$ cat config.mk
export PLATFORM = sky130hd
export DESIGN_NAME = qsound_glue
export DESIGN_NICKNAME = d
export VERILOG_FILES = /design/src/logic/z80_bus_pkg.sv /design/src/logic/dsp_link_pkg.sv /design/src/logic/sound_addr_decode.sv /design/src/logic/sound_mailbox.sv /design/src/logic/sound_sample_latch.sv /design/src/logic/z80_tick_irq.sv /design/src/logic/qsound_glue.sv
export VERILOG_INCLUDE_DIRS = /design/src /design/src/logic
export SDC_FILE = /design/constraint.sdc
export NUM_CORES = 1
export LEC_CHECK = 0
export BUFFER_PORTS_ARGS = -buffer_cell sky130_fd_sc_hd__buf_2
export CAP_MARGIN = 20
export CELL_PAD_IN_SITES_DETAIL_PLACEMENT = 1
export CELL_PAD_IN_SITES_GLOBAL_PLACEMENT = 2
export CORE_ASPECT_RATIO = 1.4
export CORE_MARGIN = 10
export CORE_UTILIZATION = 33
export DETAILED_ROUTE_END_ITERATION = 12
export PLACE_DENSITY_LB_ADDON = 0.1
export SYNTH_ARGS = -nofsm -noshare
export SYNTH_HDL_FRONTEND = slang
export SYNTH_SLANG_ARGS = --single-unit
$ cat constraint.sdc
create_clock -name clk48 -period 6.7 [get_ports clk48]
set_clock_uncertainty 0.15 [all_clocks]
set_input_delay 1.005 -clock clk48 [delete_from_list [all_inputs] [get_ports clk48]]
set_output_delay 1.005 -clock clk48 [all_outputs]
set_load 0.01 [all_outputs]
$ cat src/logic/qsound_params.svh
//########################################
// shared constants of the sound board glue
// include after `default_nettype in each RTL file
//########################################
`ifndef QSOUND_PARAMS_SVH
`define QSOUND_PARAMS_SVH

// DSP output words are scaled up by this shift
`define QSND_GAIN 2

// banked window starts above the fixed 32 kB of program ROM
`define ROM_BANK_BASE 19'h08000

// cen8 ticks between Z80 interrupts, 8 MHz / 32000 = 250 Hz
`define IRQ_PERIOD 32000

// register offsets inside the 0xDxxx page
`define MBOX_OFS_DHI  3'd0     // data word MSB
`define MBOX_OFS_DLO  3'd1     // data word LSB
`define MBOX_OFS_ADDR 3'd2     // register address, kicks the DSP
`define BANK_OFS      3'd3
`define STATUS_OFS    3'd7

`endif

$ cat src/logic/z80_bus_pkg.sv
//########################################
// types seen on the Z80 side of the glue
// import into decode, mailbox and top
//########################################
`default_nettype none

package z80_bus_pkg;

    // CPU address bus
    typedef logic [15:0] z80_addr_t;

    // data byte, both directions
    typedef logic [7:0] z80_byte_t;

    // byte address into the 512 kB program ROM
    typedef logic [18:0] rom_addr_t;

    // 16 kB bank selector
    typedef logic [3:0] bank_t;

    typedef logic [1:0] mbox_idx_t;     // which command byte

endpackage

`default_nettype wire

$ cat src/logic/dsp_link_pkg.sv
//########################################
// types seen on the DSP16 side of the glue
//########################################
`default_nettype none

package dsp_link_pkg;

    // parallel bus and serial output word
    typedef logic [15:0] dsp_word_t;

    typedef logic signed [15:0] sample_t;   // one audio channel

    // up to 8 MB of sample ROM
    typedef logic [22:0] qsnd_addr_t;

    // register address in 23:16, data in 15:0
    typedef logic [23:0] mbox_word_t;

endpackage

`default_nettype wire

$ cat src/logic/sound_addr_decode.sv
//########################################
// Z80 memory map of the sound board
// registers chip selects one clock after the address
//########################################
`default_nettype none

`include "qsound_params.svh"

module sound_addr_decode
    import z80_bus_pkg::*;
(
    input  wire       clk48,
    input  wire       rst,
    input  z80_addr_t z80_addr,
    input  z80_byte_t z80_dout,
    input  wire       mreq_n,
    input  wire       rd_n,
    input  wire       wr_n,
    input  z80_byte_t rom_data,
    input  z80_byte_t ram_dout,
    input  bank_t     bank,
    input  wire       dsp_rdy_n,
    output rom_addr_t rom_addr,
    output logic      rom_cs,
    output logic      ram_cs,
    output logic      mbox_wr,
    output mbox_idx_t mbox_idx,
    output logic      bank_wr,
    output z80_byte_t wr_data,
    output z80_byte_t z80_din
);

    logic       status_rd;
    logic [2:0] ofs;
    logic       io_page, mem_wr, mem_rd;

    assign ofs     = z80_addr[2:0];
    assign io_page = z80_addr[15:12] == 4'hd;   // mailbox, bank and status
    assign mem_wr  = !mreq_n && !wr_n;
    assign mem_rd  = !mreq_n && !rd_n;

    always_ff @(posedge clk48, posedge rst) begin
        if (rst) begin
            rom_cs    <= 1'b0;
            ram_cs    <= 1'b0;
            mbox_wr   <= 1'b0;
            bank_wr   <= 1'b0;
            status_rd <= 1'b0;
            rom_addr  <= '0;
        end else begin
            rom_cs    <= !mreq_n && z80_addr[15:14] != 2'b11;
            ram_cs    <= !mreq_n && (z80_addr[15:12] == 4'hc || z80_addr[15:12] == 4'hf);
            mbox_wr   <= mem_wr && io_page && ofs <= `MBOX_OFS_ADDR;
            bank_wr   <= mem_wr && io_page && ofs == `BANK_OFS;
            status_rd <= mem_rd && io_page && ofs == `STATUS_OFS;
            if (!mreq_n) begin
                // upper half maps through the bank register
                rom_addr <= z80_addr[15] ? {1'b0, bank, z80_addr[13:0]} + `ROM_BANK_BASE
                                         : {4'd0, z80_addr[14:0]};
            end
        end
    end

    // write byte and index travel alongside the strobes
    always_ff @(posedge clk48) begin
        mbox_idx <= mbox_idx_t'(ofs);
        wr_data  <= z80_dout;
    end

    always_comb begin
        if (rom_cs)
            z80_din = rom_data;
        else if (ram_cs)
            z80_din = ram_dout;
        else if (status_rd)
            z80_din = {dsp_rdy_n, 3'b111, bank};
        else
            z80_din = 8'hff;    // open bus
    end

endmodule

`default_nettype wire

$ cat src/logic/sound_mailbox.sv
//########################################
// Z80 to DSP16 command mailbox
// also holds the ROM bank and the DSP reset bit
//########################################
`default_nettype none

`include "qsound_params.svh"

module sound_mailbox
    import z80_bus_pkg::*, dsp_link_pkg::*;
(
    input  wire       clk48,
    input  wire       rst,
    input  wire       mbox_wr,
    input  mbox_idx_t mbox_idx,
    input  wire       bank_wr,
    input  z80_byte_t wr_data,
    input  wire       dsp_pids_n,
    input  wire       dsp_iack,
    output bank_t     bank,
    output logic      dsp_rst,
    output logic      dsp_irq,
    output logic      dsp_rdy_n,
    output dsp_word_t dsp_pbus_in
);

    mbox_word_t cmd;
    logic [1:0] datasel;    // bit 1 set while the address byte is due
    logic       last_pids_n;
    logic       pids_rise;
    logic       addr_wr;

    assign pids_rise = dsp_pids_n && !last_pids_n;   // end of a DSP read
    assign addr_wr   = mbox_wr && mbox_idx == mbox_idx_t'(`MBOX_OFS_ADDR);

    // Z80 side registers
    always_ff @(posedge clk48, posedge rst) begin
        if (rst) begin
            bank    <= '0;
            dsp_rst <= 1'b1;    // DSP held until the Z80 releases it
            cmd     <= '0;
        end else begin
            if (bank_wr) begin
                bank    <= wr_data[3:0];
                dsp_rst <= ~wr_data[7];
            end
            if (mbox_wr) begin
                case (mbox_idx)
                    mbox_idx_t'(`MBOX_OFS_DHI): cmd[15:8]  <= wr_data;
                    mbox_idx_t'(`MBOX_OFS_DLO): cmd[7:0]   <= wr_data;
                    default:                    cmd[23:16] <= wr_data;
                endcase
            end
        end
    end

    // interrupt and read sequencing towards the DSP
    always_ff @(posedge clk48, posedge rst) begin
        if (rst) begin
            dsp_irq     <= 1'b0;
            datasel     <= 2'b00;
            last_pids_n <= 1'b1;
        end else begin
            last_pids_n <= dsp_pids_n;
            if (addr_wr) begin
                dsp_irq <= 1'b1;
                datasel <= 2'b11;
            end else if (pids_rise) begin
                dsp_irq <= 1'b0;
                datasel <= datasel >> 1;
            end
        end
    end

    assign dsp_rdy_n   = ~(dsp_irq | dsp_iack);
    assign dsp_pbus_in = datasel[1] ? {8'd0, cmd[23:16]} : cmd[15:0];

endmodule

`default_nettype wire

$ cat src/logic/sound_sample_latch.sv
//########################################
// captures DSP16 output words as stereo samples
// and assembles the sample ROM address
//########################################
`default_nettype none

`include "qsound_params.svh"

module sound_sample_latch
    import dsp_link_pkg::*;
(
    input  wire        clk48,
    input  wire        rst,
    input  wire        dsp_sadd,
    input  wire        dsp_psel,
    input  dsp_word_t  dsp_serout,
    input  wire        dsp_pods_n,
    input  dsp_word_t  dsp_pbus_out,
    input  dsp_word_t  dsp_ab,
    input  wire        dsp_cen_cko,
    output sample_t    left,
    output sample_t    right,
    output logic       sample,
    output qsnd_addr_t qsnd_addr
);

    sample_t reg_left, reg_right, cap_word;
    logic    last_sadd, last_psel, last_pods_n;

    // serial port bypassed, word taken in parallel
    assign cap_word = sample_t'(dsp_serout << `QSND_GAIN);

    always_ff @(posedge clk48, posedge rst) begin
        if (rst) begin
            last_sadd   <= 1'b0;
            last_psel   <= 1'b1;
            last_pods_n <= 1'b1;
            reg_left    <= '0;
            reg_right   <= '0;
            left        <= '0;
            right       <= '0;
            sample      <= 1'b0;
            qsnd_addr   <= '0;
        end else begin
            last_sadd   <= dsp_sadd;
            last_psel   <= dsp_psel;
            last_pods_n <= dsp_pods_n;
            if (!dsp_sadd && last_sadd) begin
                if (!dsp_psel)
                    reg_left  <= cap_word;
                else
                    reg_right <= cap_word;
            end
            sample <= dsp_psel && !last_psel;   // one clock per stereo pair
            if (dsp_psel && !last_psel) begin
                left  <= reg_left;
                right <= reg_right;
            end
            if (dsp_pods_n && !last_pods_n)
                qsnd_addr[15:0] <= dsp_pbus_out;
            if (dsp_ab[15] && dsp_cen_cko)
                qsnd_addr[22:16] <= dsp_ab[6:0];    // high bits from the address bus
        end
    end

endmodule

`default_nettype wire

$ cat src/logic/z80_tick_irq.sv
//########################################
// periodic Z80 interrupt paced by cen8
// held low until the CPU acknowledges
//########################################
`default_nettype none

`include "qsound_params.svh"

module z80_tick_irq #(
    parameter int irq_period = `IRQ_PERIOD
) (
    input  wire  clk48,
    input  wire  rst,
    input  wire  cen8,
    input  wire  m1_n,
    input  wire  iorq_n,
    output logic int_n
);

    localparam int CW = $clog2(irq_period + 1);

    logic [CW-1:0] cnt;
    logic          wrap;

    assign wrap = cnt == CW'(irq_period - 1);

    always_ff @(posedge clk48, posedge rst) begin
        if (rst) begin
            cnt   <= '0;
            int_n <= 1'b1;
        end else if (cen8) begin
            cnt <= wrap ? '0 : cnt + 1'b1;
            if (!m1_n && !iorq_n)
                int_n <= 1'b1;      // acknowledge cycle
            else if (wrap)
                int_n <= 1'b0;
        end
    end

endmodule

`default_nettype wire

$ cat src/logic/qsound_glue.sv
//########################################
// sound board glue between Z80 and DSP16
// Z80, DSP16, work RAM and ROMs sit outside
//########################################
`default_nettype none

`include "qsound_params.svh"

module qsound_glue
    import z80_bus_pkg::*, dsp_link_pkg::*;
#(
    parameter int irq_period = `IRQ_PERIOD
) (
    input  wire             clk48,
    input  wire             rst,
    input  wire             cen8,
    // Z80
    input  z80_addr_t       z80_addr,
    input  z80_byte_t       z80_dout,
    input  wire             mreq_n,
    input  wire             rd_n,
    input  wire             wr_n,
    input  wire             m1_n,
    input  wire             iorq_n,
    output wire z80_byte_t  z80_din,
    output wire             int_n,
    // program ROM and work RAM
    output wire rom_addr_t  rom_addr,
    output wire             rom_cs,
    output wire             ram_cs,
    input  z80_byte_t       rom_data,
    input  z80_byte_t       ram_dout,
    // DSP16
    input  wire             dsp_pids_n,
    input  wire             dsp_iack,
    input  wire             dsp_sadd,
    input  wire             dsp_psel,
    input  dsp_word_t       dsp_serout,
    input  wire             dsp_pods_n,
    input  dsp_word_t       dsp_pbus_out,
    input  dsp_word_t       dsp_ab,
    input  wire             dsp_cen_cko,
    output wire dsp_word_t  dsp_pbus_in,
    output wire             dsp_rst,
    output wire             dsp_irq,
    // audio and sample ROM
    output wire sample_t    left,
    output wire sample_t    right,
    output wire             sample,
    output wire qsnd_addr_t qsnd_addr
);

    wire             mbox_wr, bank_wr, dsp_rdy_n;
    wire mbox_idx_t  mbox_idx;
    wire z80_byte_t  wr_data;
    wire bank_t      bank;

    sound_addr_decode u_decode (
        .clk48     (clk48),
        .rst       (rst),
        .z80_addr  (z80_addr),
        .z80_dout  (z80_dout),
        .mreq_n    (mreq_n),
        .rd_n      (rd_n),
        .wr_n      (wr_n),
        .rom_data  (rom_data),
        .ram_dout  (ram_dout),
        .bank      (bank),
        .dsp_rdy_n (dsp_rdy_n),
        .rom_addr  (rom_addr),
        .rom_cs    (rom_cs),
        .ram_cs    (ram_cs),
        .mbox_wr   (mbox_wr),
        .mbox_idx  (mbox_idx),
        .bank_wr   (bank_wr),
        .wr_data   (wr_data),
        .z80_din   (z80_din)
    );

    sound_mailbox u_mailbox (
        .clk48       (clk48),
        .rst         (rst),
        .mbox_wr     (mbox_wr),
        .mbox_idx    (mbox_idx),
        .bank_wr     (bank_wr),
        .wr_data     (wr_data),
        .dsp_pids_n  (dsp_pids_n),
        .dsp_iack    (dsp_iack),
        .bank        (bank),
        .dsp_rst     (dsp_rst),
        .dsp_irq     (dsp_irq),
        .dsp_rdy_n   (dsp_rdy_n),
        .dsp_pbus_in (dsp_pbus_in)
    );

    sound_sample_latch u_samples (
        .clk48        (clk48),
        .rst          (rst),
        .dsp_sadd     (dsp_sadd),
        .dsp_psel     (dsp_psel),
        .dsp_serout   (dsp_serout),
        .dsp_pods_n   (dsp_pods_n),
        .dsp_pbus_out (dsp_pbus_out),
        .dsp_ab       (dsp_ab),
        .dsp_cen_cko  (dsp_cen_cko),
        .left         (left),
        .right        (right),
        .sample       (sample),
        .qsnd_addr    (qsnd_addr)
    );

    z80_tick_irq #(
        .irq_period (irq_period)
    ) u_tick (
        .clk48  (clk48),
        .rst    (rst),
        .cen8   (cen8),
        .m1_n   (m1_n),
        .iorq_n (iorq_n),
        .int_n  (int_n)
    );

endmodule

`default_nettype wire

==> results of run 1 <==
metrics by stage:
| stage | cell area [um^2] | instances |
|---|---|---|
| 6_report | 8290 | 915 |
| 5_1_grt | 8290 | 915 |
| 4_1_cts | 8260 | 914 |
| 3_5_place_dp | 7660 | 882 |
| 3_3_place_gp | 7660 | 882 |
| 2_1_floorplan | 6460 | 462 |
final timing paths:
kind | start | end | slack (ns) | cells after the start
max | u_mailbox.datasel[1] | z80_din[7] | 3.69 | 4
min | u_decode.wr_data[7] | u_mailbox.dsp_rst | 0.32 | 1
max reg2reg | u_tick.cnt[0] | u_tick.cnt[5] | 4.66 | 5
min reg2reg | u_decode.wr_data[7] | u_mailbox.dsp_rst | 0.32 | 1
max in group asynchronous | rst | u_tick.int_n | 4.72 | 4
min in group asynchronous | rst | u_samples.right[13] | 0.52 | 2
per-layer routing:
metal / wire length, um / track usage, %
met1: 6370 / 13.9
met2: 9350 / 24.2
met3: 851 / 4.18
met4: 238 / 4.18
met5: 0 / 0
state kept, by name, indices dropped and copies added, names as in the netlist, 2 cells and up:
name / cells
u_samples.reg_left: 14
u_samples.reg_right: 14
u_samples.right: 14
u_tick.cnt: 15
u_decode.wr_data: 8
u_mailbox.cmd: 24
u_samples.qsnd_addr: 23
u_decode.mbox_idx: 2
u_samples.left: 14
u_mailbox.bank: 4
u_decode.rom_addr: 19
synth_stat cells (3+ instances only):
| library cell | number | area share (%) |
|---|---|---|
| a21oi_1 | 5 | 0.39 |
| buf_2 | 3 | 0.23 |
| buf_4 | 5 | 0.58 |
| clkbuf_1 | 13 | 0.76 |
| dfrtp_1 | 149 | 58 |
| dfstp_2 | 5 | 2.0 |
| dfxtp_1 | 10 | 3.1 |
| inv_1 | 9 | 0.52 |
| mux2_2 | 128 | 22 |
| mux2i_1 | 4 | 0.62 |
| nand2_1 | 29 | 1.7 |
| nand2b_1 | 4 | 0.39 |
| nand3b_1 | 3 | 0.35 |
| nand4_1 | 5 | 0.49 |
| nor2_1 | 15 | 0.87 |
| nor2b_1 | 10 | 0.97 |
| nor3b_1 | 3 | 0.35 |
| o21ai_0 | 17 | 1.3 |
| o22ai_1 | 4 | 0.39 |
| o31ai_1 | 3 | 0.35 |
| xnor2_1 | 4 | 0.54 |
| xor2_1 | 6 | 0.82 |
cells by family (layout without fill, tap and decap cells):
kind of cell	after synthesis	in the layout	share of synthesized area [%]
compound gates	36	36	3.34
xor+xnor	10	10	1.36
fa+ha+maj	2	2	0.388
buf+inv	32	237	2.21
flops	164	164	63.0
mux	132	132	23.0
other cells	1	4	0.0582
simple gates	82	82	6.69
final cells by class:
| type | instances | area (um^2) | share of cell area [%] |
|---|---|---|---|
| Clock buffer | 18 | 439 | 5.30 |
| Tap cell | 248 | 310 | 3.74 |
| Clock inverter | 14 | 164 | 1.98 |
| Sequential cell | 164 | 4060 | 49.0 |
| Inverter | 9 | 38.8 | 0.468 |
| Timing Repair Buffer | 196 | 1010 | 12.2 |
| Multi-Input combinational cell | 266 | 2260 | 27.3 |
layout by cell type, fill, tap and decap left out, types with 8 or more instances in the layout:
cell and instances:
nor2_1 15, nor2b_1 9, o21ai_0 17, dfxtp_1 10
nand2_1 29, inv_1 8, buf_2 191, clkbuf_16 17
dfrtp_1 149, mux2_2 128
power by group through the flow:
| stage | combinational [W] | sequential, W | clock, W |
|---|---|---|---|
| final | 0.000392 | 0.00122 | 0.000980 |
| after global placement | 0.000393 | 0.00123 | 0 |
| after global routing | 0.000433 | 0.00125 | 0.00107 |
| after CTS | 0.000404 | 0.00123 | 0.00102 |
| after floorplan | 0.000189 | 0.00126 | 0 |
| after detailed placement | 0.000402 | 0.00124 | 0 |
critical path, cell delays in order (launching register included):
cell and delay (ns):
dfrtp_1 0.82, o21ai_0 0.21, mux2i_1 0.16, o21ai_0 0.08
buf_2 0.16
==> results.tsv, run 1 <==
stage	metric	value	unit
status	status	finished clean	
clock_network	cts_setup_buffers	0	
clock_network	cts_buffers	17	
sta	finalCritPeriodShare	44.9	%
setup_path	arrival	1.85	ns
final_layout	area_delta_synth_final	28.6	%
sta	setup_ws	3.69	ns
detailed_routing	drt_iter0_markers	194	
synthesis	synth-edff-count	0	
floorplanning	initial_core_util	33.5	%
detailed_routing	drt-total-wl	16.8	mm
final_layout	fillCellCount	2112	
power	p_per_area	313	mW/mm^2
power	fin_total_pwr	0.00259	W
sta	worst_slew_pin_slew	0.827	ns
clock_network	holdBufCountCts	0	
setup_path	worstPathRequired	5.54	ns
synthesis	synthCells	459	
floorplanning	dieHeight	185	um
place	dp_hpwl	12.7	mm
floorplanning	ios	206	
detailed_routing	drc	0	
synthesis	ys_warn_count	0	
detailed_routing	drt_pass1_iterations	4	
sta	timing.slew.headroom	44.7	%
setup_path	cp-start-kind	flip-flop	
sta	final.setup.tns	0	ns
hold_path	hold_path_class	reg2reg	
run	cap_viol_max_count	0	
clock_network	insertion_delay	0.42	ns
floorplanning	dieArea	0.0256	mm^2
floorplanning	core-area	0.0192	mm^2
synthesis	yosys_most_used_dff	dfrtp_1	
final_layout	drive_gt1_share	55.6	%
place	dp_worst_setup_slack	3.75	ns
power	p_leak	4.00	nW
power	p_sw	0.000716	W
final_layout	n_antenna_cell	0	
synthesis	seq_area_frac_synth	63.0	%
power	seqPwrFrac	47.1	%
global_routing	antenna_found_initial	0	
clock_network	root_buffer	clkbuf_16	
detailed_routing	viasPerCell	4.66	
detailed_routing	final_antenna_net_count	0	
power	internal-power	0.00188	W
detailed_routing	drt-wirelength-per-cell	18.4	um
final_layout	finalCoreUtilization	43.1	%
final_layout	final_nets	758	
place	gp_congestion	0.798	
synthesis	syn_area	0.00645	mm^2
setup_path	crit_type	reg2out	
global_routing	grtUsageTotal	13.1	%
power	combPwrFrac	15.1	%
clock_network	cts_tree	yes	
clock_network	clock_path_buffers	2	
power	peakVddDrop	0.000158	V
synthesis	avgSynthCellArea	14.0	um^2
sta	slew_viol_final	0	
synthesis	synth-async-reset-ratio	93.9	%
power	p_clk_share	37.8	%
global_routing	grt_pass1_vias	4773	
floorplanning	die_w	138	um
global_routing	overflow	0	
sta	fin_crit	3.01	ns
synthesis	synth_seq_cells	164	
setup_path	crit_fanout	19	
clock_network	clk_pin_slew	0.07	ns
global_routing	grt_max_degree	85	
floorplanning	row_count	60	
synthesis	synth.distinct_cells	40	
clock_network	ctsHtreeMaxLevel	4	
sta	max_freq	333	MHz
setup_path	endpoint_kind	primary output	
clock_network	ctsResizeCount	0	
power	switching_share	27.6	%
sta	setup_viol	0	
sta	grt_setup_unrepaired	false	
global_routing	grt_pass1_wl	26.8	mm
place	io_buffers	191	
detailed_routing	route.vias.total	4268	
sta	finalHoldViolCount	0	
clock_network	cts_sinks	164	
sta	hold_slack	0.322	ns
No activity file was read; power rests on OpenSTA's default activity.
==> run 2: changes to the inputs <==
Clock period 6.7 ns to 3 ns, I/O delays scaled along.
==> run 2 against run 1 <==
Effect of this change: via count is 1.4% higher; setup slack worse by 3.0 ns; critical path type unchanged; critical endpoint is now dsp_pbus_in[5]; sequential share of layout area is 1.2 points lower; first-iteration DRC count is 2.6% lower.
==> results.tsv, run 2 (synthesized netlist as in run 1, its figures left out) <==
stage	metric	value	unit
floorplanning	row_count	60	
sta	grt_setup_unrepaired	false	
power	seqPwrFrac	45.9	%
sta	worst_slew_pin_slew	0.764	ns
power	switching_share	26.4	%
hold_path	hold_path_class	in2reg	
final_layout	largest_reg_flops	24	
power	internal-power	0.00439	W
run	cap_viol_max_count	0	
sta	finalHoldViolCount	0	
setup_path	crit_type	reg2out	
place	io_buffers	191	
global_routing	overflow	0	
power	peakVddDrop	0.000338	V
setup_path	crit_fanout	13	
setup_path	slowest_stage	dfrtp_1	
final_layout	drive_gt1_share	54.8	%
place	placed_area	0.00772	mm^2
place	dp_worst_setup_slack	0.789	ns
final_layout	final_nets	774	
setup_path	endpoint_kind	primary output	
sta	setup_viol	0	
power	combPwrFrac	15.1	%
detailed_routing	route.vias.total	4326	
global_routing	grt_pass1_vias	4951	
global_routing	grt_max_degree	71	
detailed_routing	drt-wirelength-per-cell	18.4	um
global_routing	antenna_found_initial	0	
detailed_routing	drt_pass1_iterations	4	
status	status	finished clean	
global_routing	met3_usage	4.25	%
power	p_per_area	702	mW/mm^2
final_layout	area_delta_synth_final	31.7	%
setup_path	cp-start-kind	flip-flop	
power	p_clk_share	39.0	%
detailed_routing	final_antenna_net_count	0	
global_routing	top_usage_layer	met2	
final_layout	final_cell_mix	191 x buf_2, 149 x dfrtp_1, 128 x mux2_2, 29 x nand2_1	
sta	finalCritPeriodShare	76.3	%
global_routing	grt_pass1_wl	27.2	mm
floorplanning	dieHeight	185	um
global_routing	grt_util_met1	14.0	%
floorplanning	core-area	0.0192	mm^2
sta	setup_ws	0.710	ns
clock_network	insertion_delay	0.42	ns
clock_network	cts_tree	yes	
clock_network	clk_pin_slew	0.07	ns
power	p_sw	0.00158	W
global_routing	grtUsageTotal	13.4	%
floorplanning	initial_core_util	33.5	%
sta	hold_slack	0.0402	ns
setup_path	cp_cell_sequence	buf_4, mux2_2, buf_2	
sta	timing.slew.headroom	48.8	%
setup_path	cp_slowest_stage_delay	0.49	ns
detailed_routing	viasPerCell	4.65	
floorplanning	ios	206	
setup_path	worstPathRequired	2.40	ns
sta	final.setup.tns	0	ns
final_layout	n_antenna_cell	0	
sta	slew_viol_final	0	
final_layout	largest-register	u_mailbox.cmd	
floorplanning	dieArea	0.0256	mm^2
clock_network	ctsHtreeMaxLevel	4	
setup_path	arrival	1.69	ns
global_routing	met2_usage	24.5	%
final_layout	largestRegisters	u_mailbox.cmd (24), u_samples.qsnd_addr (23), u_decode.rom_addr (19)	
clock_network	clock_path_buffers	2	
detailed_routing	drt_iter0_markers	189	
clock_network	root_buffer	clkbuf_16	
place	dp_hpwl	13.0	mm
final_layout	final_common_cell	buf_2	
clock_network	cts_buffers	17	
place	gp_congestion	0.783	
detailed_routing	drt-total-wl	17.1	mm
place	dp.cells	886	
detailed_routing	drc	0	
floorplanning	die_w	138	um
final_layout	design_area	0.00849	mm^2
sta	fin_crit	2.29	ns
power	p_leak	4.09	nW
clock_network	cts_sinks	164	
final_layout	fin_cells	931	
sta	max_freq	437	MHz
[run 2: cell count changes in the layout (fill, tap and decap cells not counted)]
cell and delta:
dlygate4sd3_1 +13, buf_12 +3, bufinv_16 +2, clkinv_8 -2, buf_16 -1, buf_4 +1
clkbuf_8 +1, inv_8 -1
[run 2: layout make-up]
| type | count | area (um^2) |
|---|---|---|
| Fill cell | 2085 | 10700 |
| Clock inverter | 13 | 181 |
| Multi-Input combinational cell | 266 | 2260 |
| Inverter | 9 | 37.5 |
| Sequential cell | 164 | 4060 |
| Clock buffer | 19 | 453 |
| Timing Repair Buffer | 212 | 1180 |
| Tap cell | 248 | 310 |
[run 2: power by group through the flow]
| stage | Combinational [W] | Sequential [W] | Clock [W] |
|---|---|---|---|
| after global routing | 0.000999 | 0.00278 | 0.00250 |
| final | 0.000903 | 0.00273 | 0.00233 |
| after global placement | 0.000881 | 0.00276 | 0 |
| after floorplan | 0.000423 | 0.00282 | 0 |
| after CTS | 0.000934 | 0.00274 | 0.00241 |
| after detailed placement | 0.000917 | 0.00278 | 0 |
[run 2: path summary, 6_finish.rpt]
check	endpoint	cells past startpoint	slack [ns]	startpoint
setup / recovery	dsp_pbus_in[5]	3	0.71	u_mailbox.datasel[1]
hold / removal	u_decode.mbox_idx[1]	1	0.04	z80_addr[1]
setup reg to reg	u_tick.cnt[0]	5	0.93	u_tick.cnt[0]
hold reg to reg	u_decode.rom_addr[18]	2	0.33	u_decode.rom_addr[18]
max in group asynchronous	u_samples.qsnd_addr[19]	4	1.60	rst
min in group asynchronous	u_samples.right[14]	3	0.39	rst
[run 2: stage by stage]
step | power [W] | util (%)
floorplan | 0.00324 | -
global placement | 0.00364 | 40.2
detailed placement | 0.00370 | 40.2
CTS | 0.00608 | 44.2
global route | 0.00628 | 44.2
finish | 0.00596 | 44.2
[run 2: routing by layer]
layer,wire length [um],up-vias,share of wire (%)
li1,-,2004,-
met1,6580,2204,38
met2,9410,103,55
met3,858,15,5.0
met4,283,0,1.7
met5,0,-,0
[run 2: worst max-delay path: cells and delay by family (launching register included)]
kind                   cells  cell delay, ns
DFF                        1            0.49
muxes                      1            0.36
buffers and inverters      2            0.41
[run 2: what timing repair did]
action / 4_1_cts / 5_1_grt
resized for setup: 0 / 0
hold buffers: 13 / 0
buffers inserted: 0 / 0
endpoints found under the hold margin: 22 / 0
==> run 3: changes to the inputs <==
Settings changed: ABC_AREA set to 1, CORE_UTILIZATION 33 to 27.
Clock period 3 ns to 2 ns, I/O delays scaled along.
==> run 3 against run 2 <==
Effect of this change: register-to-register slack worse by 0.48 ns; non-clock buffer count is 59 higher; first-iteration DRC count is 15% higher; critical path depth stayed put; clock power rose by 34%; setup slack got worse by 0.63 ns; combinational power rose by 43%; critical endpoint is now z80_din[7].
==> results.tsv, run 3 <==
stage	metric	value	unit
synthesis	synthTopCellsByCount	247 x nand2_1, 149 x dfrtp_1, 65 x o21ai_0	
synthesis	synth_seq_cells	164	
setup_path	reg2reg_to	u_tick.cnt[7]	
clock_network	clock_path_buffers	2	
detailed_routing	drt_pass1_iterations	4	
place	gp_congestion	0.755	
global_routing	grtUsageTotal	13.5	%
detailed_routing	drt-wirelength-per-cell	16.0	um
floorplanning	die_w	152	um
synthesis	yosysMostFrequentCell	nand2_1	
synthesis	synthCells	688	
final_layout	n_antenna_cell	0	
setup_path	endpoint_kind	primary output	
setup_path	arrival	1.47	ns
sta	hold_slack	0.0159	ns
final_layout	largest_reg_flops	24	
clock_network	root_buffer	clkbuf_16	
synthesis	synth.distinct_cells	38	
detailed_routing	drt-total-wl	20.4	mm
clock_network	cts_tree	yes	
detailed_routing	viasPerCell	4.31	
floorplanning	ios	206	
setup_path	crit_start	u_mailbox.datasel[1]	
clock_network	insertion_delay	0.43	ns
sta	grt_setup_unrepaired	false	
final_layout	drive_gt1_share	29.2	%
detailed_routing	route.vias.total	5515	
final_layout	final_cell_mix	246 x nand2_1, 191 x buf_2, 148 x dfrtp_1, 69 x dlygate4sd3_1, 65 x o21ai_0	
sta	fin_crit	1.92	ns
setup_path	cp-start-kind	flip-flop	
global_routing	grt_pass1_wl	32.7	mm
setup_path	crit_type	reg2out	
final_layout	fin_cells	1280	
floorplanning	core-area	0.0239	mm^2
synthesis	ys_warn_count	0	
sta	setup_viol	0	
setup_path	cp-endpoint	z80_din[7]	
power	fin_total_pwr	0.00840	W
sta	worst_slew_pin_slew	0.624	ns
place	dp_worst_setup_slack	0.453	ns
status	status	finished clean	
setup_path	r2r_slack	0.45	ns
clock_network	clk_pin_slew	0.06	ns
final_layout	largest-register	u_mailbox.cmd	
synthesis	synth-edff-count	0	
synthesis	yosysTopAreaCellShare	57.0	%
detailed_routing	drt_iter0_markers	218	
sta	timing.slew.headroom	58.3	%
floorplanning	initial_core_util	27.4	%
setup_path	reg2regPathDepth	6	
floorplanning	dieArea	0.0309	mm^2
run	cap_viol_max_count	0	
synthesis	syn_area	0.00654	mm^2
final_layout	largestRegisters	u_mailbox.cmd (24), u_samples.qsnd_addr (23), u_decode.rom_addr (19)	
place	io_buffers	191	
synthesis	yosys_most_used_dff	dfrtp_1	
sta	slew_viol_final	0	
power	p_per_area	917	mW/mm^2
sta	max_freq	520	MHz
global_routing	antenna_found_initial	0	
synthesis	yosys-top-cells-area	dfrtp_1 57%, nand2_1 14%, o21ai_0 5.0%, mux2_2 4.0%, inv_1 3.6%	
place	dp.cells	1178	
final_layout	area_delta_synth_final	39.9	%
synthesis	seq_area_frac_synth	62.1	%
clock_network	ctsHtreeMaxLevel	4	
synthesis	avgSynthCellArea	9.51	um^2
detailed_routing	final_antenna_net_count	0	
setup_path	rr_startpoint	u_tick.cnt[0]	
place	dp_hpwl	14.7	mm
synthesis	yosys.area.top_type	dfrtp_1	
setup_path	crit_fanout	4	
global_routing	grt_max_degree	90	
detailed_routing	drc	0	
global_routing	overflow	0	
setup_path	worstPathRequired	1.55	ns
power	p_leak	4.76	nW
global_routing	grt_pass1_vias	6291	
hold_path	hold_path_class	in2reg	
final_layout	final_nets	1061	
floorplanning	dieHeight	204	um
final_layout	final_common_cell	nand2_1	
floorplanning	row_count	67	
sta	finalHoldViolCount	0	
clock_network	cts_sinks	164	
hold_path	min-delay-start	z80_addr[13]	
synthesis	synth-async-reset-ratio	93.9	%
sta	final.setup.tns	0	ns
power	peakVddDrop	0.000598	V
sta	finalCritPeriodShare	96.1	%
clock_network	cts_buffers	17	
sta	setup_ws	0.0775	ns
run 3: changes by cell type in the layout (fill, tap and decap cells not counted), sizes merged, moves of 10 or more:
| cell | change |
|---|---|
| nand2 | +222 |
| inv | +46 |
| mux2 | -105 |
| nor2 | +28 |
| nand3 | +14 |
| nor2b | -10 |
| dlygate4sd3 | +56 |
| o21ai | +48 |
run 3: timing repair:
item	in CTS	in global routing
hold buffers	69	0
endpoints found under the setup margin	1	6
endpoints found under the hold margin	232	0
gates resized for setup	1	4
buffers inserted	1	0
pin swaps	0	1
run 3: report_power, final:
group	switching, W	internal [W]
Combinational	0.000711	0.000582
Clock	0.00133	0.00181
Sequential	0.000251	0.00372
run 3: critical path, stage by stage, from the launching register on:
cell     delay [ns]
dfrtp_2        0.44
or2_2          0.30
a31oi_1        0.15
buf_2          0.16
run 3: cells by family after synthesis:
| logic type | share of synthesized area, % |
|---|---|
| AND/OR/NAND/NOR | 20.1 |
| flip-flops | 62.1 |
| buffers and inverters | 5.51 |
| AO/OA/AOI/OAI | 6.98 |
| multiplexers | 4.11 |
| XOR/XNOR | 0.804 |
| adder cells (fa/ha/maj) | 0.383 |
| other | 0.0573 |
run 3: worst min-delay path by stage:
stage | end | cells past startpoint
2_1_floorplan | u_mailbox.last_pids_n | 0
6_report | u_decode.rom_addr[13] | 3
3_3_place_gp | u_decode.wr_data[0] | 1
5_1_grt | u_decode.rom_addr[13] | 3
3_5_place_dp | u_mailbox.dsp_rst | 1
4_1_cts | u_decode.rom_addr[13] | 3
run 3: per-stage QoR:
step | instance area, um^2 | utilization (%)
after floorplan | 6560 | -
after global placement | 7880 | 33.0
after detailed placement | 7880 | 33.0
after CTS | 9140 | 38.3
after global routing | 9150 | 38.3
final | 9150 | 38.3
run 3: per-layer routing:
layer  vias up  track usage (%)  wire [um]
met5         -                0          0
met4         0             6.62        569
met3        27             4.17       1250
met2       116             23.6      10700
met1      2692             14.1       7950
li1       2680                -          -
run 3: final cells by class:
cell class                      instances  area (um^2)
Multi-Input combinational cell        439         2140
Timing Repair Buffer                  271         1760
Tap cell                              310          388
Fill cell                            2818        14700
Clock inverter                          8         76.3
Clock buffer                           24          482
Sequential cell                       164         4060
Inverter                               64          248
